## src/include/servo_settings.svh

```systemverilog
// width, coefficient scaling, firmware version and command address macros
`ifndef SERVO_SETTINGS_SVH
`define SERVO_SETTINGS_SVH

//////////////////////////////////////////////////
// sample path widths
//////////////////////////////////////////////////
// raw ADC sample
`define SERVO_ADC_SIZE 16
// filtered channel
`define SERVO_SIGNAL_SIZE 24
// filter sum, wide enough for three products
`define SERVO_ACC_SIZE 48
// filter coefficients, two integer bits
`define SERVO_COEF_SIZE 18
`define SERVO_COEF_FRAC 16
// front-end gain field per channel
`define SERVO_GAIN_SIZE 2

//////////////////////////////////////////////////
// command port
//////////////////////////////////////////////////
`define SERVO_ADDR_SIZE 16
`define SERVO_RSP_SIZE 16
`define SERVO_FW_VERSION 16'h0012
`define SERVO_ADDR_VERSION 16'd0
`define SERVO_ADDR_ADC0 16'd1
`define SERVO_ADDR_ADC1 16'd2
`define SERVO_ADDR_DIFF 16'd3
`define SERVO_ADDR_GAIN 16'd4
`endif

```

## src/hdl/servo_sig_pkg.sv

```systemverilog
// sample, signal, coefficient, filter setup, channel setup and DAC word types
`include "servo_settings.svh"

package servo_sig_pkg;

	//////////////////////////////////////////////////
	// sample path values
	//////////////////////////////////////////////////
	// straight from the ADC
	typedef logic signed [`SERVO_ADC_SIZE-1:0] adc_sample_t;
	// after the low-pass, 8 extra fraction bits
	typedef logic signed [`SERVO_SIGNAL_SIZE-1:0] signal_t;
	// fixed point, COEF_FRAC fraction bits
	typedef logic signed [`SERVO_COEF_SIZE-1:0] coef_t;
	// code for the fast DAC, top of a signal
	typedef logic [15:0] dac_word_t;

	//////////////////////////////////////////////////
	// per-channel configuration
	//////////////////////////////////////////////////
	// first-order section
	// y = b0*u + b1*u_prev + a1*y_prev
	typedef struct packed {
		logic on;
		coef_t a1;
		coef_t b0;
		coef_t b1;
	} iir_cfg_t;

	// filter plus front-end gain field
	typedef struct packed {
		iir_cfg_t iir;
		logic [`SERVO_GAIN_SIZE-1:0] gain;
	} chan_cfg_t;

endpackage

```

## src/hdl/iir_first_order.sv

```systemverilog
// first-order IIR low-pass filter with bypass, one channel
`timescale 1ns/1ns
`include "servo_settings.svh"

module iir_first_order (
	input  logic clk1,
	input  logic i_rst,
	input  servo_sig_pkg::iir_cfg_t i_cfg,
	input  servo_sig_pkg::adc_sample_t i_x,
	output servo_sig_pkg::signal_t o_y
);
	import servo_sig_pkg::*;

	// sample moved up to signal scale
	signal_t u;
	// filter memory
	signal_t x_prev;
	signal_t y_prev;
	// sum of products and the rescaled sum
	logic signed [`SERVO_ACC_SIZE-1:0] acc;
	logic signed [`SERVO_ACC_SIZE-1:0] acc_sh;
	signal_t y_next;

	//////////////////////////////////////////////////
	// datapath
	//////////////////////////////////////////////////
	// low bits zero, sample sits in the top 16
	assign u = {i_x, {(`SERVO_SIGNAL_SIZE - `SERVO_ADC_SIZE){1'b0}}};

	// all operands signed, sign-extended to the sum width
	assign acc = i_cfg.b0 * u + i_cfg.b1 * x_prev + i_cfg.a1 * y_prev;

	// drop the coefficient fraction
	assign acc_sh = acc >>> `SERVO_COEF_FRAC;

	// keep the low signal bits, overflow wraps
	assign y_next = acc_sh[`SERVO_SIGNAL_SIZE-1:0];

	//////////////////////////////////////////////////
	// state and output register
	//////////////////////////////////////////////////
	always_ff @(posedge clk1) begin
		if (i_rst) begin
			x_prev <= '0;
			y_prev <= '0;
			o_y <= '0;
		end else if (i_cfg.on) begin
			// filtering
			x_prev <= u;
			y_prev <= y_next;
			o_y <= y_next;
		end else begin
			// bypass, memory starts from zero when switched on
			x_prev <= '0;
			y_prev <= '0;
			o_y <= u;
		end
	end

	// bypass passes the sample straight through one register
	a_bypass: assert property (@(posedge clk1) disable iff (i_rst)
		!i_cfg.on |=> (o_y == $past(u)));

endmodule

```

## config.mk

```make
export PLATFORM = sky130hd
export DESIGN_NAME = iir_first_order
export DESIGN_NICKNAME = d
export VERILOG_FILES = /design/src/hdl/servo_sig_pkg.sv /design/src/hdl/iir_first_order.sv
export VERILOG_INCLUDE_DIRS = /design/src /design/src/include
export SDC_FILE = /design/constraint.sdc
export NUM_CORES = 2
export LEC_CHECK = 0
export BUFFER_PORTS_ARGS = -buffer_cell sky130_fd_sc_hd__clkbuf_2
export CAP_MARGIN = 5
export CORE_UTILIZATION = 50
export DETAILED_ROUTE_END_ITERATION = 10
export PLACE_DENSITY_LB_ADDON = 0.1
export SYNTH_ARGS = -nofsm -noshare
export SYNTH_HDL_FRONTEND = slang
export SYNTH_SLANG_ARGS = --single-unit
```

## constraint.sdc

```tcl
create_clock -name clk1 -period 27.7 [get_ports clk1]
set_input_delay 2.77 -clock clk1 [delete_from_list [all_inputs] [get_ports clk1]]
set_output_delay 2.77 -clock clk1 [all_outputs]
set_load 0.01 [all_outputs]
```

* Word-level counts from Yosys, hierarchy flattened *
Index checks and enable logic that the tools add are counted.

storage, ports and cells
  bits in registers = 72
  input port bits = 73
  logic and storage cells = 13

cells by class
  $add $sub $neg = 2
  multiply operators = 3
  reductions and logical operators = 1
  multiplexer cells = 1
  bitwise logic cells = 1

operators with widths
  operator                      number
  adder 40 bit                  2
  multiplier 18 x 24 -> 40 bit  2
  multiplier 18 x 16 -> 32 bit  1
  2-to-1 mux 24 bit             1
  OR reduction 2 bit            1
  inverter 1 bit                1

* Depth between registers and ports, before layout *
  depth after elaboration = 4
  mapped depth = 42

* Worst setup path after synthesis *
No wires, ideal clock.

  kind = input -> register
  from = input i_x[1]
  to = register o_y[16]
  required time = 27.586 ns
  stages on the path = 36
  setup slack = 15.557 ns
  data arrival time = 12.029 ns
  cells stage by stage = clkbuf_1 > nand2_1 > fa_1 > fa_1 > fa_1 > fa_1 > inv_1 > fa_1 > inv_1 > fa_1 > inv_1 > ha_1 > a21oi_1 > o21ai_0 > a41oi_1 > o21bai_1 > and2_1 > o21ai_0 > nand2b_1 > a21oi_1 > xnor2_1 > ha_1 > fa_1 > inv_1 > fa_1 > fa_1 > fa_1 > inv_1 > ha_1 > or3_1 > o2111a_1 > a2111o_1 > a221oi_2 > xor2_1 > nor2_1 > a21o_1

between the ends
  word-level cells in the longest chain between the ends = 4

RTL lines
  item                          RTL line               text
  start, declared               iir_first_order.sv:9   input servo_sig_pkg::adc_sample_t i_x,
  multiplier 18 x 16 -> 32 bit  iir_first_order.sv:31  assign acc = i_cfg.b0 * u + i_cfg.b1 * x_prev + i_cfg.a1 * y_prev;
  adder 40 bit (2 in series)    iir_first_order.sv:31
  2-to-1 mux 24 bit             iir_first_order.sv:47  end else if (i_cfg.on) begin
  end signal, assigned          iir_first_order.sv:51  o_y <= y_next;
  end signal, assigned          iir_first_order.sv:56  o_y <= u;
  end, declared                 iir_first_order.sv:10  output servo_sig_pkg::signal_t o_y

No other way between the ends.
A chain may end at the register's enable or synchronous reset.

* Worst setup path after layout *
  from = input i_x[7]
  to = register o_y[21]

The elaborated chain is that of the path after synthesis.

==> impl_results.md <==
- Slew HR: 0.259
- Endpoints failing hold: 0
- Crit start category: primary input
- Share of flip-flops with an asynchronous set or reset: 0
- Pre-antenna DRT Iters: 5
- Slowest stage delay, CP: 0.55 ns
- CP endpoint kind: flop
- Iter 0 DRT Violations: 1180
- Status: finished, final reports clean
- Total CTS buffers: 5
- Antenna Cells: 0
- Syn Area/Cell: 9.25 um^2
- Synth top area cells: fa_1, inv_1, ha_1, nand2_1, and2_1
- WS Path Type: in -> reg
- Clock Path Buffers: 2
- Drt wl/cell: 18.9 um
- Synth Net Count: 5428
- Most common cell on crit path: fa_1
- Max Cap Viol: 0
- Largest net degree at the start of global routing: 27
- CTS tree: yes
- Dpl hpwl: 81000 um
- Die X: 276 um
- Reg clk slew, reported paths: 0.09 ns
- Initial antenna violation count: 0
- Clock sinks: 56
- Die height: 276 um
- Busiest grt layer: met2
- Most common cell in the synthesized netlist: inv_1
- Buf+Inv Stages, Crit Path: 10
- Vias in the first global route: 28500
- Post-synthesis sequential area ratio: 0.0299
- Footprint of the multi-input gates: 31500 um^2
- Resize count post-CTS: 0
- Commonest cells in the netlist: inv_1, fa_1, nand2_1
- Final Core Density: 0.522
- Clock latency at the later pin of the worst-skew pair: 0.33 ns
- Worst min path class: reg -> reg
- Unrepaired setup endpoints after global routing: false
- Layout area overhead: 3.35%
- Initial Utilization: 0.505
- GR Util All Layers: 0.266
- Drt total wl: 93800 um
- Met1 usage: 0.351
- CP arrival: 12.95 ns
- Least-Margin Pin Slew: 1.11 ns
- Delay-heaviest family, CP: adder cells
- H-Tree Depth: 2
- # rows: 100
- Layout cells sized above 1: 0.0328
- Global-route wire length before repair: 157000 um
- M3 GR Usage: 0.0307
- Final setup margin: 14.96 ns
- Total gr overflow: 0
- # hold bufs at CTS: 0
- Slowest CP cell: fa_1
- Yosys warning total: 0
- Post-synth EDFFs: 0
- Port Buf Inserts: 96
- Cell taking the most area after synthesis: fa_1
- Sequential Area: 1120 um^2
- Fillers: 7159
- Setup bufs post-CTS: 0
- Worst endpoint required time: 27.91 ns
- Gp weighted congestion: 0.904
- Core area: 74300 um^2
- DRC Markers: 0
- Die area: 76200 um^2
- Final period util: 0.460
- Netlist cell types: 56
- Slew Limit Fails: 0
- Pre-CTS setup slack: 14.62 ns
- Final Setup Violations: 0
- Routed Antenna Nets: 0
- Clock skew: 0.0203 ns
- Total Nets Final: 5363
- Yosys top cell area share: 0.565
- Routed vias/inst: 5.08
- Top_reg_cell synth: dfxtp_1
- CTS Root Cell: clkbuf_16
- Synthesized area: 37600 um^2
- Setup_tns: 0 ns
- Routed vias: 25200
- Synth Register Bits: 56
- Crit path max fanout: 20
- Synthesized instance count: 4061
- Crit path time final: 12.74 ns
- F_max: 78.5 MHz
- Met2 usage: 0.470
- Top Ports: 97
[worst min-delay path, stage by stage, from the launching register on]
cell and delay, ns:
dfxtp_1 0.59, nand2_1 0.18, xor2_1 0.07, xnor2_1 0.19, xnor2_1 0.09, xnor2_1 0.15
o21ai_0 0.09, a21oi_1 0.09, nor3_1 0.12
[cell type report]
class,instances,area share
Clock inverter,3,0.000677
Inverter,1115,0.108
Multi-Input combinational cell,2702,0.812
Tap cell,969,0.0312
Clock buffer,5,0.00322
Timing Repair Buffer,116,0.0162
Sequential cell,56,0.0289
[placed cells by master (no fill, tap or decap), types with 6 or more instances in the layout]
cell type,synthesis,final
a211oi_1,8,8
a21o_1,38,38
a21oi_1,36,36
and2_1,341,341
buf_4,8,20
clkbuf_2,1,96
dfxtp_1,56,56
fa_1,1059,1059
ha_1,235,235
inv_1,1115,1115
nand2_1,651,651
nand2b_1,43,43
nand3_1,10,10
nor2_1,64,64
nor2b_1,9,9
nor3_1,9,9
o21a_1,7,7
o21ai_0,20,20
o21bai_1,9,9
or3_1,6,6
xnor2_1,76,76
xor2_1,22,22
[cells by family after synthesis]
kind of cell,after synthesis,synth area share
flops,56,0.0299
simple gates,1151,0.144
compound gates,158,0.0292
mux,1,0.000267
buf+inv,1303,0.131
fa+ha+maj,1294,0.643
xor+xnor,98,0.0229
[through the flow]
step	hold WS, ns	cells	area (um^2)
after floorplan	1.05	4061	37600
after global placement	1.59	4958	38700
after detailed placement	1.61	4958	38700
after CTS	1.62	4966	38800
after global routing	1.77	4966	38800
final	1.62	4966	38800
[flip-flops by register name, summed over array words and instances, names as in the netlist]
register	count
y_prev	17
x_prev	16
o_y	23
[path summary, 6_finish.rpt]
check,startpoint,to,slack [ns],depth (start not counted)
worst max-delay path,i_x[7],o_y[21],14.96,40
worst min-delay path,y_prev[23],y_prev[23],1.62,8
worst max register to register,y_prev[15],o_y[8],19.29,24
worst min register to register,y_prev[23],y_prev[23],1.62,8
[routing by layer]
layer | vias to the layer above | part of all wire
li1 | 11300 | -
met1 | 13400 | 0.42
met2 | 472 | 0.51
met3 | 119 | 0.038
met4 | 0 | 0.028
met5 | - | 0
Power is not shown: default switching activity piles up to over one toggle a cycle in this logic, so the estimate is an artifact.
