===== src/include/servo_settings.svh =====
// width, coefficient scaling, firmware version and command address macros
`ifndef SERVO_SETTINGS_SVH
`define SERVO_SETTINGS_SVH

//////////////////////////////////////////////////
// sample path widths
//////////////////////////////////////////////////
// raw ADC sample
`define SERVO_ADC_SIZE 16
// filtered channel
`define SERVO_SIGNAL_SIZE 24
// filter sum, wide enough for three products
`define SERVO_ACC_SIZE 48
// filter coefficients, two integer bits
`define SERVO_COEF_SIZE 18
`define SERVO_COEF_FRAC 16
// front-end gain field per channel
`define SERVO_GAIN_SIZE 2

//////////////////////////////////////////////////
// command port
//////////////////////////////////////////////////
`define SERVO_ADDR_SIZE 16
`define SERVO_RSP_SIZE 16
`define SERVO_FW_VERSION 16'h0012
`define SERVO_ADDR_VERSION 16'd0
`define SERVO_ADDR_ADC0 16'd1
`define SERVO_ADDR_ADC1 16'd2
`define SERVO_ADDR_DIFF 16'd3
`define SERVO_ADDR_GAIN 16'd4
`endif


===== src/hdl/servo_sig_pkg.sv =====
// sample, signal, coefficient, filter setup, channel setup and DAC word types
`include "servo_settings.svh"

package servo_sig_pkg;

	//////////////////////////////////////////////////
	// sample path values
	//////////////////////////////////////////////////
	// straight from the ADC
	typedef logic signed [`SERVO_ADC_SIZE-1:0] adc_sample_t;
	// after the low-pass, 8 extra fraction bits
	typedef logic signed [`SERVO_SIGNAL_SIZE-1:0] signal_t;
	// fixed point, COEF_FRAC fraction bits
	typedef logic signed [`SERVO_COEF_SIZE-1:0] coef_t;
	// code for the fast DAC, top of a signal
	typedef logic [15:0] dac_word_t;

	//////////////////////////////////////////////////
	// per-channel configuration
	//////////////////////////////////////////////////
	// first-order section
	// y = b0*u + b1*u_prev + a1*y_prev
	typedef struct packed {
		logic on;
		coef_t a1;
		coef_t b0;
		coef_t b1;
	} iir_cfg_t;

	// filter plus front-end gain field
	typedef struct packed {
		iir_cfg_t iir;
		logic [`SERVO_GAIN_SIZE-1:0] gain;
	} chan_cfg_t;

endpackage


===== src/hdl/servo_cmd_pkg.sv =====
// command opcode enum, decoded request and reply structs
`include "servo_settings.svh"

package servo_cmd_pkg;

	//////////////////////////////////////////////////
	// opcodes
	//////////////////////////////////////////////////
	// one per readable address, OP_BAD for the rest
	typedef enum logic [2:0] {
		OP_VERSION = 3'd0,
		OP_ADC0 = 3'd1,
		OP_ADC1 = 3'd2,
		OP_DIFF = 3'd3,
		OP_GAIN = 3'd4,
		OP_BAD = 3'd5
	} cmd_op_e;

	// decoded command, valid for one cycle
	typedef struct packed {
		logic valid;
		cmd_op_e op;
	} cmd_req_t;

	// reply, no back-pressure
	// err set only for an unknown address
	typedef struct packed {
		logic valid;
		logic err;
		logic [`SERVO_RSP_SIZE-1:0] data;
	} cmd_rsp_t;

endpackage


===== src/hdl/servo_result.sv =====
// channel difference, DAC words, front-end gain codes and command reply
`timescale 1ns/1ns
`include "servo_settings.svh"

module servo_result (
	input  logic clk1,
	input  logic i_rst,
	input  servo_cmd_pkg::cmd_req_t i_req,
	input  servo_sig_pkg::signal_t i_y0,
	input  servo_sig_pkg::signal_t i_y1,
	input  servo_sig_pkg::adc_sample_t i_raw0,
	input  servo_sig_pkg::adc_sample_t i_raw1,
	input  logic [2*`SERVO_GAIN_SIZE-1:0] i_gain,
	output servo_cmd_pkg::cmd_rsp_t o_rsp,
	output servo_sig_pkg::dac_word_t o_dac0,
	output servo_sig_pkg::dac_word_t o_dac1,
	output servo_sig_pkg::signal_t o_diff,
	output logic [2*`SERVO_GAIN_SIZE-1:0] o_afe_gain
);
	import servo_sig_pkg::*;
	import servo_cmd_pkg::*;

	// largest gain field, front-end code runs the other way
	localparam logic [`SERVO_GAIN_SIZE-1:0] GAIN_MAX = '1;
	localparam int DAC_SIZE = $bits(dac_word_t);

	cmd_rsp_t rsp_next;

	//////////////////////////////////////////////////
	// reply mux
	//////////////////////////////////////////////////
	always_comb begin
		rsp_next = '0;
		rsp_next.valid = i_req.valid;
		if (i_req.valid) begin
			case (i_req.op)
				OP_VERSION: rsp_next.data = `SERVO_FW_VERSION;
				OP_ADC0: rsp_next.data = i_raw0;
				OP_ADC1: rsp_next.data = i_raw1;
				// difference as it stands before this edge
				OP_DIFF: rsp_next.data = o_diff[`SERVO_SIGNAL_SIZE-1 -: `SERVO_RSP_SIZE];
				OP_GAIN: rsp_next.data[2*`SERVO_GAIN_SIZE-1:0] = i_gain;
				// OP_BAD, zero data
				default: rsp_next.err = 1'b1;
			endcase
		end
	end

	//////////////////////////////////////////////////
	// output registers
	//////////////////////////////////////////////////
	always_ff @(posedge clk1) begin
		if (i_rst) begin
			o_rsp <= '0;
			o_dac0 <= '0;
			o_dac1 <= '0;
			o_diff <= '0;
			o_afe_gain <= '0;
		end else begin
			o_rsp <= rsp_next;
			// top of each channel to the fast DAC
			o_dac0 <= i_y0[`SERVO_SIGNAL_SIZE-1 -: DAC_SIZE];
			o_dac1 <= i_y1[`SERVO_SIGNAL_SIZE-1 -: DAC_SIZE];
			// wraps at signal width
			o_diff <= i_y0 - i_y1;
			// channel 1 in the upper field
			o_afe_gain[`SERVO_GAIN_SIZE-1:0] <= GAIN_MAX - i_gain[`SERVO_GAIN_SIZE-1:0];
			o_afe_gain[2*`SERVO_GAIN_SIZE-1:`SERVO_GAIN_SIZE] <=
				GAIN_MAX - i_gain[2*`SERVO_GAIN_SIZE-1:`SERVO_GAIN_SIZE];
		end
	end

	// err only on a reply to an unknown address
	a_err_bad_only: assert property (@(posedge clk1) disable iff (i_rst)
		o_rsp.err |-> (o_rsp.valid && $past(i_req.op == OP_BAD)));

endmodule


===== config.mk =====
export PLATFORM = sky130hd
export DESIGN_NAME = servo_result
export DESIGN_NICKNAME = d
export VERILOG_FILES = /design/src/hdl/servo_sig_pkg.sv /design/src/hdl/servo_cmd_pkg.sv /design/src/hdl/servo_result.sv
export VERILOG_INCLUDE_DIRS = /design/src /design/src/include
export SDC_FILE = /design/constraint.sdc
export NUM_CORES = 1
export LEC_CHECK = 0
export BUFFER_PORTS_ARGS = -buffer_cell sky130_fd_sc_hd__buf_4
export CAP_MARGIN = 10
export CORE_ASPECT_RATIO = 1.4
export CORE_MARGIN = 5
export CORE_UTILIZATION = 45
export CTS_BUF_LIST = sky130_fd_sc_hd__clkbuf_4
export CTS_CLUSTER_DIAMETER = 50
export DETAILED_ROUTE_END_ITERATION = 6
export PLACE_DENSITY = 0.74
export SYNTH_ARGS = -nofsm -noshare
export SYNTH_HDL_FRONTEND = slang
export SYNTH_SLANG_ARGS = --single-unit

===== constraint.sdc =====
create_clock -name clk1 -period 3.9 [get_ports clk1]
set_input_delay 0.78 -clock clk1 [delete_from_list [all_inputs] [get_ports clk1]]
set_output_delay 0.78 -clock clk1 [all_outputs]
set_load 0.005 [all_outputs]

# After elaboration in Yosys (flattened, before gate mapping)
# Cells that the tools add are included.
# word_totals
out_inout_bits	78
rom_bits	0
word_cells	21
ff_bits	78
mem_count	0
in_bits	90
ramBits	0
latch_bits	0
# classes
order_cmp	0
n_div	0
bitwise_logic	1
shift	0
mul	0
add_sub_neg	3
muxes	3
eq_ne	4
reduce_logical	3
# ops
cell	count
$pmux 12 s4	1
$sub 24x24->24	1
$pmux 4 s5	1
$eq 3x2->1 const B	2
$reduce_or 5->1	1
$sub 2x2->2 const A	2
$eq 3x1->1 const B	1
$eq 3x3->1 const B	1
$logic_not 3->1	1
$reduce_or 2->1	1
$mux 1	1
$not 1->1	1

# Longest topological paths before layout
# logic_depth
depth_word	3
mapped_depth	9
depth_no_buf	9

# Least setup slack after synthesis
# OpenSTA, ideal clock, no wires.
# synth_path
kind	input-to-reg
start	input i_y0[0]
end	register o_diff[16]
path_slack_ps	1300
path_stages	9
required_ps	3777
path_buffers	0
setup_ps	123
t_arrival_ps	2476
path_cell_list	inv_1 > ha_1 > fa_1 > nand2b_1 > a21oi_2 > nor2_2 > o31ai_4 > a21oi_1 > mux2_1
# synth_between
elab_chain_len	1
# synth_rtl
item	line	text
start: declaration	servo_result.sv:9	input servo_sig_pkg::signal_t i_y0,
$sub 24x24->24	servo_result.sv:65	o_diff <= i_y0 - i_y1;
end signal: assignment	servo_result.sv:65	
end: declaration	servo_result.sv:17	output servo_sig_pkg::signal_t o_diff,
# Every way passes these cells.
# A chain may end at the register's enable or synchronous reset.

# Worst setup path after layout
# Same ends and word-level chain as after synthesis.

==> impl_metrics.tcl <==
set metrics [dict create \
    yosys.area.top_type_share 0.4167 \
    setup_violations 0 \
    drcViolationCount 0 \
    nFillCells 730 \
    crit_buf_inv 2 \
    async_reset_ff_frac 0 \
    port-buffer-count 167 \
    vdd_drop_max_v 0.0001937 \
    post-place-ws_ps 1029 \
    cp_max_fo 4 \
    fmax_mhz 411.2 \
    ys_types 48 \
    drt-met1-wl_mm 3.853 \
    holdPathEnd "o_afe_gain[3]$_SDFF_PP0_" \
    first_global_vias 3563 \
    synthesis.instances 425 \
    critical_path_class "primary input to flop" \
    synth_ff_type "dfxtp_1" \
    drtIter0Drc 91 \
    hold-path-cell-count 2 \
    timing.rr.end "o_rsp[3]$_SDFF_PP0_" \
    vias 3536 \
    drt_first_pass_iters 4 \
    cts_tree "done" \
    rrSetupSlack_ps 2810 \
    relSlewSlack 0.3359 \
    cts_max_level 3 \
    routed.top_layer "met4" \
    p_per_area_nw_per_um2 356.3 \
    drv_cap 0 \
    yosysSeqAreaShare 0.4167 \
    fin_util 0.6387 \
    dieArea_um2 10280 \
    wl_met3_um 842 \
    worst_pin_slew_ps 994.2 \
    power_w 0.001855 \
    grt_pass1_wl_mm 16.57 \
    ys_ff_latch 78 \
    netlist_top_cells_area "dfxtp_1 (42%), ha_1 (7.7%), nor2_1 (6.9%)" \
    crit_required_ps 4220 \
    holdBufCountCts 0 \
    slowest_stage "fa_1" \
    die_w_um 87.13 \
    rsz0062_at_grt "no" \
    overflow 0 \
    crit_path_end_kind "flop" \
    grt_max_degree 69 \
    die_y_um 118.0 \
    cts_resized 0 \
    clock-root-buffer "clkbuf_4" \
    worst_path_largest_cell_delay_ps 400 \
    drt-vias-per-instance 5.088 \
    initial_utilization 0.4598 \
    io_pins 168 \
    fp-row-count 39 \
    antenna_found_initial 1 \
    track_usage 0.2009 \
    p_leak_nw 2.524 \
    critPathArrivalTime_ps 2750 \
    clk_path_buf_depth 2 \
    drive_gt1_frac 0.3564 \
    place_hpwl_mm 8.135 \
    final.period_utilization 0.6236 \
    min_path_type "primary input to flop" \
    cp_top_family "compound AO/OA/AOI/OAI gates" \
    syn-num-nets 539 \
    antenna_left 0 \
    cts_sinks 78 \
    cts_buffers 9 \
    final_hold_viol_count 0 \
    fin_skew_ps 8.723 \
    drv_slew 0 \
    yosysWarnings 0 \
    layout.nets 701 \
    regToRegStartpoint "o_diff[11]$_SDFF_PP0_" \
    postCtsSetupRepairBufs 0 \
    layout_min_cycle_time_ps 2432 \
    wl_mm 10.21 \
    dr_wl_met2_mm 5.186 \
    reg2reg_depth 5 \
    status "completed" \
    gp_congestion 0.9051 \
    drt-wirelength-per-cell_um 14.69 \
    clkTransAtPathRegs_ps 120 \
    placed_cell_area_um2 5065 \
    synth_area_um2 3747 \
    netlist.top_cell.by_area "dfxtp_1" \
    synth_edf_count 0 \
    finalSetupTns_ps 0 \
    clock_latency_ps 430 \
    critical_path.startpoint_type "primary input" \
    synth_area_per_cell_um2 8.817 \
    timing.final.ws_setup_ps 1468 \
    holdCritStartpoint "i_gain[3]" \
    syn_to_final_growth_pct 38.90 \
    stdcell_area_um2 5205 \
    worstPathCellList "buf_4 -> inv_1 -> ha_1 -> fa_1 -> nand2b_1 -> a21oi_2 -> nor2_2 -> o31ai_4 -> a21oi_1 -> mux2_1" \
    fp.coreArea_um2 8149 \
]
metal layers:
metal | vias to the layer above | global-route usage
li1 | 1780 | -
met1 | 1596 | 0.2198
met2 | 136 | 0.3451
met3 | 24 | 0.04902
met4 | 0 | 0.1123
met5 | - | 0
worst register-to-register path: cells and delay by family (launching register included):
kind	cells	cell delay (ps)
flip-flops	1	340
multiplexers	1	270
AO/OA/AOI/OAI	2	270
AND/OR/NAND/NOR	2	110
stage by stage:
step	hold WS (ps)	cells
after floorplan	548.4	425
after global placement	581.4	678
after detailed placement	580.2	678
after CTS	462.0	694
after global routing	455.1	695
final	494.0	695
cells in the final DEF, fill, tap and decap left out, types with 2 or more instances in the layout:
cell	count
a21o_1	6
a21oi_1	23
a21oi_2	3
a221oi_1	2
a22oi_1	15
a31oi_1	5
and2_1	2
and3_1	2
buf_4	167
clkbuf_4	12
clkinv_2	2
dfxtp_1	78
ha_1	23
inv_1	31
mux2_1	3
mux2_2	14
mux2i_1	2
nand2_1	19
nand2b_1	8
nand3_1	4
nand4_1	5
nor2_1	69
nor2b_1	26
nor3_1	7
o211ai_1	8
o21a_1	8
o21ai_0	13
o21ai_1	2
xnor2_1	8
xor2_1	5
cells by family after synthesis:
logic type,Yosys count,share of synthesized area
mux,19,0.05643
xor+xnor,13,0.03038
compound gates,95,0.1770
flops,78,0.4167
fa+ha+maj,24,0.08214
simple gates,149,0.1893
buf+inv,47,0.04808
cell type report:
type | instances | area, µm² | area share
well taps | 102 | 127.6 | 0.02452
flip-flops and latches | 78 | 1562 | 0.3000
clock inverters | 4 | 47.55 | 0.009135
multi-input cells | 300 | 2006 | 0.3853
diodes | 1 | 2.502 | 0.0004808
inverters | 31 | 116.4 | 0.02236
clock buffers | 12 | 90.09 | 0.01731
repair buffers | 167 | 1254 | 0.2409
cell usage after synthesis, types with 3 or more instances:
cell type and count:
clkbuf_1 11, nor2_1 69, o211ai_1 8, inv_1 31, xor2_1 5, nand3_1 4
a21oi_2 3, a21oi_1 23, nor3_1 7, nand4_1 5, a21o_1 6, o21ai_0 13
mux2_2 14, a22oi_1 15, nand2_1 19, buf_2 3, nor2b_1 26, dfxtp_1 78
xnor2_1 8, mux2_1 3, nand2b_1 8, o21a_1 8, ha_1 23, a31oi_1 5
flip-flops by register name, summed over array words and instances, names as in the netlist:
signal,flops
o_dac0,16
o_afe_gain,4
o_rsp,18
o_dac1,16
o_diff,24
worst max-delay path by stage:
stage                                  endpoint  cells past startpoint  slack [ps]  startpoint
after detailed placement  o_diff[16]$_SDFF_PP0_                     10        1030     i_y0[0]
final                     o_diff[16]$_SDFF_PP0_                     10        1470     i_y0[0]
after floorplan           o_diff[16]$_SDFF_PP0_                      9        1300     i_y0[0]
after CTS                 o_diff[16]$_SDFF_PP0_                     10        1500     i_y0[0]
after global routing      o_diff[16]$_SDFF_PP0_                     10        1410     i_y0[0]
after global placement    o_diff[16]$_SDFF_PP0_                     10        1090     i_y0[0]
power by group:
group	internal (W)	switching (W)	leakage, nW
Sequential	0.000855	0.0000260	0.647
Clock	0.000215	0.000274	0.0773
Combinational	0.000255	0.000229	1.80
Power figures use the tool's default switching activity.
