<file path="src/include/servo_settings.svh">
// width, coefficient scaling, firmware version and command address macros
`ifndef SERVO_SETTINGS_SVH
`define SERVO_SETTINGS_SVH

//////////////////////////////////////////////////
// sample path widths
//////////////////////////////////////////////////
// raw ADC sample
`define SERVO_ADC_SIZE 16
// filtered channel
`define SERVO_SIGNAL_SIZE 24
// filter sum, wide enough for three products
`define SERVO_ACC_SIZE 48
// filter coefficients, two integer bits
`define SERVO_COEF_SIZE 18
`define SERVO_COEF_FRAC 16
// front-end gain field per channel
`define SERVO_GAIN_SIZE 2

//////////////////////////////////////////////////
// command port
//////////////////////////////////////////////////
`define SERVO_ADDR_SIZE 16
`define SERVO_RSP_SIZE 16
`define SERVO_FW_VERSION 16'h0012
`define SERVO_ADDR_VERSION 16'd0
`define SERVO_ADDR_ADC0 16'd1
`define SERVO_ADDR_ADC1 16'd2
`define SERVO_ADDR_DIFF 16'd3
`define SERVO_ADDR_GAIN 16'd4
`endif

</file>
<file path="src/hdl/servo_cmd_pkg.sv">
// command opcode enum, decoded request and reply structs
`include "servo_settings.svh"

package servo_cmd_pkg;

	//////////////////////////////////////////////////
	// opcodes
	//////////////////////////////////////////////////
	// one per readable address, OP_BAD for the rest
	typedef enum logic [2:0] {
		OP_VERSION = 3'd0,
		OP_ADC0 = 3'd1,
		OP_ADC1 = 3'd2,
		OP_DIFF = 3'd3,
		OP_GAIN = 3'd4,
		OP_BAD = 3'd5
	} cmd_op_e;

	// decoded command, valid for one cycle
	typedef struct packed {
		logic valid;
		cmd_op_e op;
	} cmd_req_t;

	// reply, no back-pressure
	// err set only for an unknown address
	typedef struct packed {
		logic valid;
		logic err;
		logic [`SERVO_RSP_SIZE-1:0] data;
	} cmd_rsp_t;

endpackage

</file>
<file path="src/hdl/cmd_decode.sv">
// command strobe register and address to opcode decoder
`timescale 1ns/1ns
`include "servo_settings.svh"

module cmd_decode (
	input  logic clk1,
	input  logic i_rst,
	input  logic i_cmd_trig,
	input  logic [`SERVO_ADDR_SIZE-1:0] i_cmd_addr,
	output servo_cmd_pkg::cmd_req_t o_req
);
	import servo_cmd_pkg::*;

	// opcode for the address on the port now
	cmd_op_e op_next;

	//////////////////////////////////////////////////
	// address map
	//////////////////////////////////////////////////
	always_comb begin
		case (i_cmd_addr)
			`SERVO_ADDR_VERSION: op_next = OP_VERSION;
			`SERVO_ADDR_ADC0: op_next = OP_ADC0;
			`SERVO_ADDR_ADC1: op_next = OP_ADC1;
			`SERVO_ADDR_DIFF: op_next = OP_DIFF;
			`SERVO_ADDR_GAIN: op_next = OP_GAIN;
			// everything else is answered with err
			default: op_next = OP_BAD;
		endcase
	end

	//////////////////////////////////////////////////
	// request register
	//////////////////////////////////////////////////
	always_ff @(posedge clk1) begin
		if (i_rst) begin
			o_req.valid <= 1'b0;
			o_req.op <= OP_BAD;
		end else begin
			// valid follows the strobe one cycle later
			o_req.valid <= i_cmd_trig;
			// opcode only moves on a strobe
			if (i_cmd_trig) begin
				o_req.op <= op_next;
			end
		end
	end

	// an isolated strobe gives an isolated request
	a_req_one_cycle: assert property (@(posedge clk1) disable iff (i_rst)
		(i_cmd_trig ##1 !i_cmd_trig) |-> (o_req.valid ##1 !o_req.valid));

endmodule

</file>
<file path="config.mk">
export PLATFORM = sky130hd
export DESIGN_NAME = cmd_decode
export DESIGN_NICKNAME = d
export VERILOG_FILES = /design/src/hdl/servo_cmd_pkg.sv /design/src/hdl/cmd_decode.sv
export VERILOG_INCLUDE_DIRS = /design/src /design/src/include
export SDC_FILE = /design/constraint.sdc
export NUM_CORES = 1
export LEC_CHECK = 0
export BUFFER_PORTS_ARGS = -buffer_cell sky130_fd_sc_hd__buf_2
export CORE_AREA = 2 2 39 41
export DETAILED_ROUTE_END_ITERATION = 10
export DIE_AREA = 0 0 41 43
export GPL_TIMING_DRIVEN = 1
export PLACE_DENSITY = 0.52
export SLEW_MARGIN = 20
export SYNTH_ARGS = -nofsm -noshare
export SYNTH_HDL_FRONTEND = slang
export SYNTH_SLANG_ARGS = --single-unit
</file>
<file path="constraint.sdc">
create_clock -name clk1 -period 1.35 [get_ports clk1]
set_clock_uncertainty 0.05 [all_clocks]
set_input_delay 0.405 -clock clk1 [delete_from_list [all_inputs] [get_ports clk1]]
set_output_delay 0.405 -clock clk1 [all_outputs]
set_load 0.02 [all_outputs]
</file>
### Yosys cells after proc, flatten, opt, wreduce, memory -nomap -nowiden

Index checks and enable logic that the tools add are counted.

* register bits after elaboration: 4
* output and inout bits: 4
* logic and storage cells: 8
* bits of input ports: 19

* multiplexer cells: 1
* reduce and logical (&&, ||, !) cells: 1
* eq/ne operators: 4

Operator list (count)
* 16-bit by 2-bit equality test with 1-bit output, second input constant: 2
* 16-bit by 1-bit equality test with 1-bit output, second input constant: 1
* 16-bit by 3-bit equality test with 1-bit output, second input constant: 1
* 16-bit logical NOT: 1
* 3-bit case mux with 5 select lines: 1

### Logic depth before layout (Yosys ltp)

Gate-level depths: netlist of run 1.

* depth after elaboration: 2
* depth in mapped cells: 3
* depth with buffers taken out: 3

### Least setup slack after synthesis of run 1

No wires, ideal clock.

* kind: input-to-reg
* start point: input port i_cmd_addr[7]
* end point: register o_req[0] (netlist name)
* data required time: 1177 ps
* path buffers: 0
* setup slack: 176 ps
* setup time: 123 ps
* stages: 3
* arrival: 1001 ps
* path through: nor4_1 nand4_1 o32a_2

* word-level cells in the longest chain between the ends: 2
* elaborated cells on any way between the ends: 6
* classes of those cells: eq/ne (4); mux (1); reduce/logical (1)

Ends and longest elaborated chain
* from (decl): RTL line cmd_decode.sv:9 `` input logic [`SERVO_ADDR_SIZE-1:0] i_cmd_addr, ``
* 16-bit by 3-bit equality test with 1-bit output, or another cell as far along: RTL line cmd_decode.sv:21 `case (i_cmd_addr)`
* 3-bit case mux with 5 select lines (*): RTL line cmd_decode.sv:21
* to (decl): RTL line cmd_decode.sv:10 `output servo_cmd_pkg::cmd_req_t o_req`

Mark *: on every way between the ends. The rest lies on a longest branch, timed or not.
A chain may end at the register's enable or synchronous reset.

### Final worst setup path of run 1

* start point: register o_req[2] (netlist name)
* end point: output port o_req[2] (netlist name)

No word-level cell between the ends.

==> impl_metrics.tcl, run 1 <==
set metrics [dict create \
    worst_pin_slew_ps 247 \
    rsz0062_at_grt "false" \
    final_common_cell "buf_2" \
    multiInputGateArea_um2 128 \
    final_net_count 70 \
    ant_nets 0 \
    synth_cell_types 16 \
    place_inst 62 \
    rows 14 \
    dieWidth_um 41 \
    mostFrequentLayoutCells "22 x buf_2, 4 x dfxtp_1, 3 x clkbuf_4" \
    via_per_inst 4.12 \
    period_minus_slack_ps 1180 \
    routed_wl_um 581 \
    grt_max_degree 6 \
    pin_count 23 \
    crit_chain "buf_2" \
    drv_cap 0 \
    hold_class "reg -> reg" \
    route.detailed.drc 0 \
    drtIter0Drc 4 \
    largest_register "o_req" \
    final.setup.tns_ps 0 \
    numCtsBuffers 3 \
    htree_num_levels 1 \
    die-area_mm2 0.00176 \
    syn_inst 22 \
    synth-seq-cells 4 \
    die_y_um 43 \
    overflow 0 \
    fin_crit_sh 0.872 \
    max_slew_margin 0.834 \
    path_buf_inv 1 \
    slowest_delay_ps 330 \
    critical_path_arrival_ps 720 \
    seq_area_um2 80.1 \
    root_buffer "clkbuf_4" \
    drt-pass1-iter-count 4 \
    io_buffers 22 \
    crit_path_max_fanout 2 \
    criticalPathCategory "reg -> out" \
    post_cts_buffers 0 \
    ys_seq_area_frac 0.379 \
    grt_pass1_wl_um 924 \
    status "completed" \
    startpoint_type "flip-flop" \
    drv_slew 0 \
    netlist_area_um2 211 \
    cts-resized-gates 0 \
    initial_core_util 0.153 \
    clkLatencyLatePin_ps 230 \
    cts_sinks 4 \
    reg_top3 "o_req (4)" \
    routedWlPerCell_um 8.94 \
    clockBufferDepth 2 \
    syn2layout_area_growth_pct 79.3 \
    cp.required_ps 900 \
    p_leak_nw 0.173 \
    cts_tree "yes" \
    fillers 158 \
    grtUsageTotal 0.0822 \
    antennaDiodeCount 0 \
    core-area_mm2 0.00138 \
    path_clk_slew_ps 40 \
    hold_violations 0 \
    worst_path_max_delay_cell "dfxtp_1" \
    setup_viol 0 \
    largest_reg_flops 4 \
    fmax_ghz 0.850 \
    final_cells 65 \
    drive_gt1_frac 0.633 \
    synth_nets 41 \
    p_per_area_mw_per_mm2 852 \
    hold_buffers 0 \
    synth_warnings 0 \
    antenna_found_initial 0 \
    irDropWorstVdd_mv 0.414 \
    routabilityCongestion 0.653 \
    grt_pass1_vias 267 \
    cp_top_family "flip-flops" \
    end_kind "output port" \
    avgSynthCellArea_um2 9.61 \
    vias 268 \
    hpwlAfterDp_um 517 \
]
-- cell type report --
cell class | count | area share
flip-flops and latches | 4 | 0.211
multi-input cells | 17 | 0.337
inverters | 1 | 0.00990
well taps | 16 | 0.0528
repair buffers | 24 | 0.330
clock buffers | 3 | 0.0594
-- power by group --
group	total, mW	internal [mW]	switching (mW)
combinational	0.0570	0.0317	0.0253
sequential	0.121	0.120	0.000286
clock	0.145	0.0992	0.0460
total	0.323	0.251	0.0715
-- cells by family after synthesis --
| kind of cell | Yosys count | share of synthesized area |
|---|---|---|
| buffers and inverters | 1 | 0.0177 |
| AOI/OAI and AO/OA | 7 | 0.237 |
| and+or+nand+nor | 10 | 0.367 |
| DFF | 4 | 0.379 |
-- metal layers --
| layer | global-route usage | wire length, µm |
|---|---|---|
| met3 | 0.0785 | 57 |
| met5 | 0 | 0 |
| met2 | 0.122 | 286 |
| met4 | 0.0200 | 0 |
| met1 | 0.0801 | 237 |
-- Yosys cell counts (all sizes together) --
cell | count | share of area
inv | 1 | 0.018
nand4 | 1 | 0.030
nor4 | 2 | 0.13
nor4b | 1 | 0.071
dfxtp | 4 | 0.38
or3 | 1 | 0.030
nand2 | 1 | 0.018
a21oi | 2 | 0.047
o21ai | 2 | 0.047
o32a | 2 | 0.11
a21boi | 1 | 0.036
nor3 | 1 | 0.024
nor2 | 2 | 0.036
nand2b | 1 | 0.030
-- stage by stage --
step	hold slack, ps	power, mW	utilization	worst slack, ps	instance area (µm²)
CTS	401	0.335	0.274	161	379
global placement	411	0.181	0.258	18.5	357
floorplan	422	0.138	-	176	211
global route	428	0.351	0.274	135	379
finish	396	0.323	0.274	173	379
detailed placement	396	0.180	0.258	-23.0	357
-- final timing paths --
path	start	endpoint	slack, ps	cells past startpoint
worst max-delay path	o_req[2]$_SDFFE_PP1P_	o_req[2]	170	1
worst min register to register	o_req[1]$_SDFFE_PP0P_	o_req[1]$_SDFFE_PP0P_	400	2
worst max register to register	o_req[0]$_SDFFE_PP1P_	o_req[0]$_SDFFE_PP1P_	510	1
worst min-delay path	o_req[1]$_SDFFE_PP0P_	o_req[1]$_SDFFE_PP0P_	400	2
Note: power is estimated with default switching activity, not from simulation.
==> run 2: changes to the inputs <==
--- a/config.mk
+++ b/config.mk
@@ -11,7 +11,7 @@
 export DETAILED_ROUTE_END_ITERATION = 10
 export DIE_AREA = 0 0 41 43
 export GPL_TIMING_DRIVEN = 1
-export PLACE_DENSITY = 0.52
+export PLACE_DENSITY_LB_ADDON = 0.3
 export SLEW_MARGIN = 20
 export SYNTH_ARGS = -nofsm -noshare
 export SYNTH_HDL_FRONTEND = slang
==> impl_metrics.tcl, run 2 (synthesized netlist as in run 1, its figures left out) <==
set metrics [dict create \
    largest_register "o_req" \
    grtUsageTotal 0.0853 \
    setup_viol 0 \
    status "completed" \
    hold_violations 0 \
    final_cells 65 \
    cts_sinks 4 \
    drtIter0Drc 0 \
    largest_reg_flops 4 \
    worst_path_max_delay_cell "dfxtp_1" \
    place_inst 62 \
    cp_top_family "flip-flops" \
    hold_buffers 0 \
    criticalPathCategory "reg -> out" \
    initial_core_util 0.153 \
    multiInputGateArea_um2 128 \
    max_slew_margin 0.850 \
    final_net_count 70 \
    mostFrequentLayoutCells "22 x buf_2, 4 x dfxtp_1, 3 x clkbuf_4" \
    slowest_delay_ps 330 \
    fillers 150 \
    path_clk_slew_ps 40 \
    drv_slew 0 \
    cts-resized-gates 0 \
    period_minus_slack_ps 1190 \
    crit_cells 1 \
    reg_top3 "o_req (4)" \
    pin_count 23 \
    vias 273 \
    rows 14 \
    grt_pass1_wl_um 897 \
    syn2layout_area_growth_pct 79.3 \
    io_buffers 22 \
    dieWidth_um 41 \
    routed_wl_um 692 \
    antennaDiodeCount 0 \
    ant_nets 0 \
    antenna_found_initial 0 \
    rr_worst_depth 1 \
    final_util 0.274 \
    path_buf_inv 1 \
    overflow 0 \
    p_per_area_mw_per_mm2 872 \
    final.setup.tns_ps 0 \
    drive_gt1_frac 0.633 \
    die_y_um 43 \
    clockBufferDepth 2 \
    worst_pin_slew_ps 222 \
    numCtsBuffers 3 \
    r2r_start "o_req[0]$_SDFFE_PP1P_" \
    routabilityCongestion 0.694 \
    die-area_mm2 0.00176 \
    end_kind "output port" \
    final_common_cell "buf_2" \
    post_cts_buffers 0 \
    grt_max_degree 6 \
    crit_path_max_fanout 2 \
    cp.required_ps 900 \
    drv_cap 0 \
    timing.rr.end "o_req[0]$_SDFFE_PP1P_" \
    drt-pass1-iter-count 1 \
    critical_path_arrival_ps 730 \
    endpoint "o_req[2]" \
    route.detailed.drc 0 \
    hpwlAfterDp_um 511 \
    seq_area_um2 80.1 \
    via_per_inst 4.20 \
    htree_num_levels 1 \
    crit_path_start "o_req[2]$_SDFFE_PP1P_" \
    crit_chain "buf_2" \
    hold_class "in -> reg" \
    r2r_slack_ps 510 \
    startpoint_type "flip-flop" \
    root_buffer "clkbuf_4" \
    rsz0062_at_grt "false" \
    clkLatencyLatePin_ps 230 \
    fin_crit_sh 0.880 \
    p_leak_nw 0.173 \
    irDropWorstVdd_mv 0.255 \
    routedWlPerCell_um 10.6 \
    core-area_mm2 0.00138 \
    grt_pass1_vias 245 \
    fmax_ghz 0.841 \
    cts_tree "yes" \
]
-- run 2: cell counts in the layout (fill, tap and decap cells not counted) --
Identical to the previous run, type by type.
-- run 2: how the worst min path moves through the flow --
stage / startpoint / endpoint / slack [ps] / depth (start not counted)
floorplan: i_rst / o_req[3]$_SDFF_PP0_ / 420 / 1
global placement: o_req[1]$_SDFFE_PP0P_ / o_req[1]$_SDFFE_PP0P_ / 430 / 2
detailed placement: o_req[1]$_SDFFE_PP0P_ / o_req[1]$_SDFFE_PP0P_ / 400 / 2
CTS: i_cmd_addr[1] / o_req[1]$_SDFFE_PP0P_ / 400 / 3
global route: i_rst / o_req[3]$_SDFF_PP0_ / 430 / 3
finish: i_cmd_addr[1] / o_req[1]$_SDFFE_PP0P_ / 410 / 3
-- run 2: power breakdown --
group          internal [mW]  leakage [nW]  switching [mW]
Sequential             0.120        0.0326        0.000452
Combinational         0.0318         0.126          0.0263
Clock                 0.0997        0.0138          0.0519
-- run 2: per-layer routing --
metal	vias to the layer above	part of all wire	global-route usage	wire, µm
li1	141	-	-	-
met4	0	0.019	0.100	13
met3	2	0.22	0.0366	150
met2	23	0.30	0.103	209
met5	-	0	0	0
met1	107	0.46	0.0965	318
-- run 2: per-stage QoR --
stage	cell area, µm²	hold slack, ps	total power, mW	worst slack [ps]
detailed placement	357	403	0.180	16.0
finish	379	414	0.330	161
floorplan	211	422	0.138	176
global route	379	434	0.353	129
global placement	357	429	0.180	18.8
CTS	379	405	0.340	147
-- run 2: layout make-up --
cell class                 count  share of cell area
tap                           16              0.0528
sequential                     4               0.211
inverter                       1             0.00990
multi-input combinational     17               0.337
timing repair buffer          24               0.330
clock buffer                   3              0.0594
-- run 2: tightest hold or removal path, delay by kind of cell --
kind | cells | cell delay [ps]
AOI/OAI and AO/OA | 1 | 60
buffers and inverters | 1 | 110
and+or+nand+nor | 1 | 70
==> run 3: changes to the inputs <==
--- a/config.mk
+++ b/config.mk
@@ -6,6 +6,7 @@
 export SDC_FILE = /design/constraint.sdc
 export NUM_CORES = 1
 export LEC_CHECK = 0
+export ABC_AREA = 1
 export BUFFER_PORTS_ARGS = -buffer_cell sky130_fd_sc_hd__buf_2
 export CORE_AREA = 2 2 39 41
 export DETAILED_ROUTE_END_ITERATION = 10
==> constraint.sdc (replaced) <==
create_clock -name clk1 -period 1.35 [get_ports clk1]
set_clock_uncertainty 0.05 [all_clocks]
set_input_delay 0.3375 -clock clk1 [delete_from_list [all_inputs] [get_ports clk1]]
set_output_delay 0.3375 -clock clk1 [all_outputs]
set_load 0.02 [all_outputs]
==> impl_metrics.tcl, run 3 <==
set metrics [dict create \
    p_leak_nw 0.201 \
    initial_core_util 0.162 \
    cp.required_ps 960 \
    syn2layout_area_growth_pct 68.2 \
    worst_pin_slew_ps 150 \
    fillers 168 \
    final.setup.tns_ps 0 \
    post_cts_buffers 0 \
    placed_area_um2 354 \
    rsz0062_at_grt "false" \
    routabilityCongestion 0.746 \
    yosys-top-cells-area "dfxtp_1 36%, nor2_1 17%, inv_1 8.4%" \
    seqPwrFrac 0.381 \
    via_per_inst 3.99 \
    synth-async-reset-ratio 0 \
    hold_buffers 0 \
    cts_tree "yes" \
    cp_top_family "flip-flops" \
    synth_nets 55 \
    use_met2 0.125 \
    switching_share 0.228 \
    die-area_mm2 0.00176 \
    netlist_area_um2 224 \
    largest_register "o_req" \
    cts-resized-gates 0 \
    syn_inst 36 \
    hpwlAfterDp_um 477 \
    reg_top3 "o_req (4)" \
    io_buffers 22 \
    worst_path_max_delay_cell "dfxtp_1" \
    criticalPathCategory "reg -> out" \
    clockBufferDepth 2 \
    end_kind "output port" \
    status "completed" \
    p_per_area_mw_per_mm2 870 \
    fmax_ghz 0.914 \
    drt-pass1-iter-count 3 \
    root_buffer "clkbuf_4" \
    grt_pass1_wl_um 883 \
    use_met1 0.0671 \
    drv_cap 0 \
    largest_reg_flops 4 \
    gr-usage-met3 0.0157 \
    final_common_cell "buf_2" \
    routed_wl_um 522 \
    overflow 0 \
    synth-edff-count 0 \
    path_clk_slew_ps 40 \
    whs_path_depth 2 \
    pwr-share-comb 0.183 \
    total_power_mw 0.328 \
    antennaDiodeCount 0 \
    path_buf_inv 1 \
    design_area_um2 377 \
    clkLatencyLatePin_ps 230 \
    seq_area_um2 80.1 \
    synth-main-ff-cell "dfxtp_1" \
    p_clk_frac 0.436 \
    antenna_found_initial 0 \
    power.internal_mw 0.253 \
    core-area_mm2 0.00138 \
    cts_sinks 4 \
    final_net_count 82 \
    drv_slew 0 \
    top_usage_layer "met2" \
    p_sw_mw 0.0748 \
    crit_cells 1 \
    pin_count 23 \
    rows 14 \
    yosysTopAreaCell "dfxtp_1" \
    ant_nets 0 \
    multiInputGateArea_um2 125 \
    route.detailed.drc 0 \
    grtUsageTotal 0.0731 \
    vias 307 \
    htree_num_levels 1 \
    startpoint_type "flip-flop" \
    drtIter0Drc 2 \
    synth_top_area_frac 0.358 \
    synthTopCellsByCount "10 x nor2_1, 5 x inv_1, 5 x nand2_1" \
    fin_crit_sh 0.810 \
    crit_path_max_fanout 2 \
    rr_worst_depth 2 \
    avgSynthCellArea_um2 6.22 \
    irDropWorstVdd_mv 0.164 \
    synth_cell_types 10 \
    slowest_delay_ps 310 \
    synth-seq-cells 4 \
    hold_class "in -> reg" \
    ys_seq_area_frac 0.358 \
    routedWlPerCell_um 6.78 \
    die_y_um 43 \
    grt_max_degree 6 \
    post-synth-top-count-cell "nor2_1" \
    mostFrequentLayoutCells "22 x buf_2, 10 x nor2_1, 5 x inv_1, 5 x nand2_1, 4 x dfxtp_1" \
    dieWidth_um 41 \
    setup_viol 0 \
    hold_violations 0 \
    drive_gt1_frac 0.426 \
    critical_path_arrival_ps 710 \
    period_minus_slack_ps 1090 \
    numCtsBuffers 3 \
    grt_pass1_vias 273 \
    max_slew_margin 0.900 \
    synth_warnings 0 \
    crit_chain "buf_2" \
]
run 3: kinds of logic after synthesis:
| family | count (synthesis) | synth area share |
|---|---|---|
| AO/OA/AOI/OAI | 4 | 0.101 |
| buffers and inverters | 5 | 0.0838 |
| flip-flops | 4 | 0.358 |
| AND/OR/NAND/NOR | 23 | 0.458 |
run 3: power by group through the flow:
stage / Clock, mW / Sequential (mW) / Combinational [mW]
global route: 0.158 / 0.125 / 0.0686
finish: 0.143 / 0.125 / 0.0599
CTS: 0.152 / 0.125 / 0.0611
global placement: 0 / 0.127 / 0.0607
detailed placement: 0 / 0.127 / 0.0609
floorplan: 0 / 0.133 / 0.0195
run 3: final cells by class:
class / instances / area share
multi-input combinational: 27 / 0.332
sequential: 4 / 0.213
inverter: 5 / 0.0498
clock buffer: 3 / 0.0598
tap: 16 / 0.0532
timing repair buffer: 22 / 0.292
run 3: per-stage QoR:
step / setup slack [ps] / utilization / hold WS [ps] / instances
after floorplan: 376 / - / 357 / 36
after global placement: 214 / 0.256 / 401 / 74
after detailed placement: 213 / 0.256 / 402 / 74
after CTS: 244 / 0.272 / 248 / 77
after global routing: 217 / 0.272 / 262 / 77
final: 256 / 0.272 / 255 / 77
run 3: worst paths after layout:
check,from,end,slack (ps)
worst max-delay path,o_req[1]$_SDFFE_PP0P_,o_req[1],260
worst min-delay path,i_rst,o_req[1]$_SDFFE_PP0P_,250
worst max register to register,o_req[0]$_SDFFE_PP1P_,o_req[0]$_SDFFE_PP1P_,660
worst min register to register,o_req[1]$_SDFFE_PP0P_,o_req[1]$_SDFFE_PP0P_,410
run 3: metal layers:
metal	up-vias	wire length, µm
met1	128	213
met2	12	253
met3	0	56
met4	0	0
met5	-	0
li1	167	-
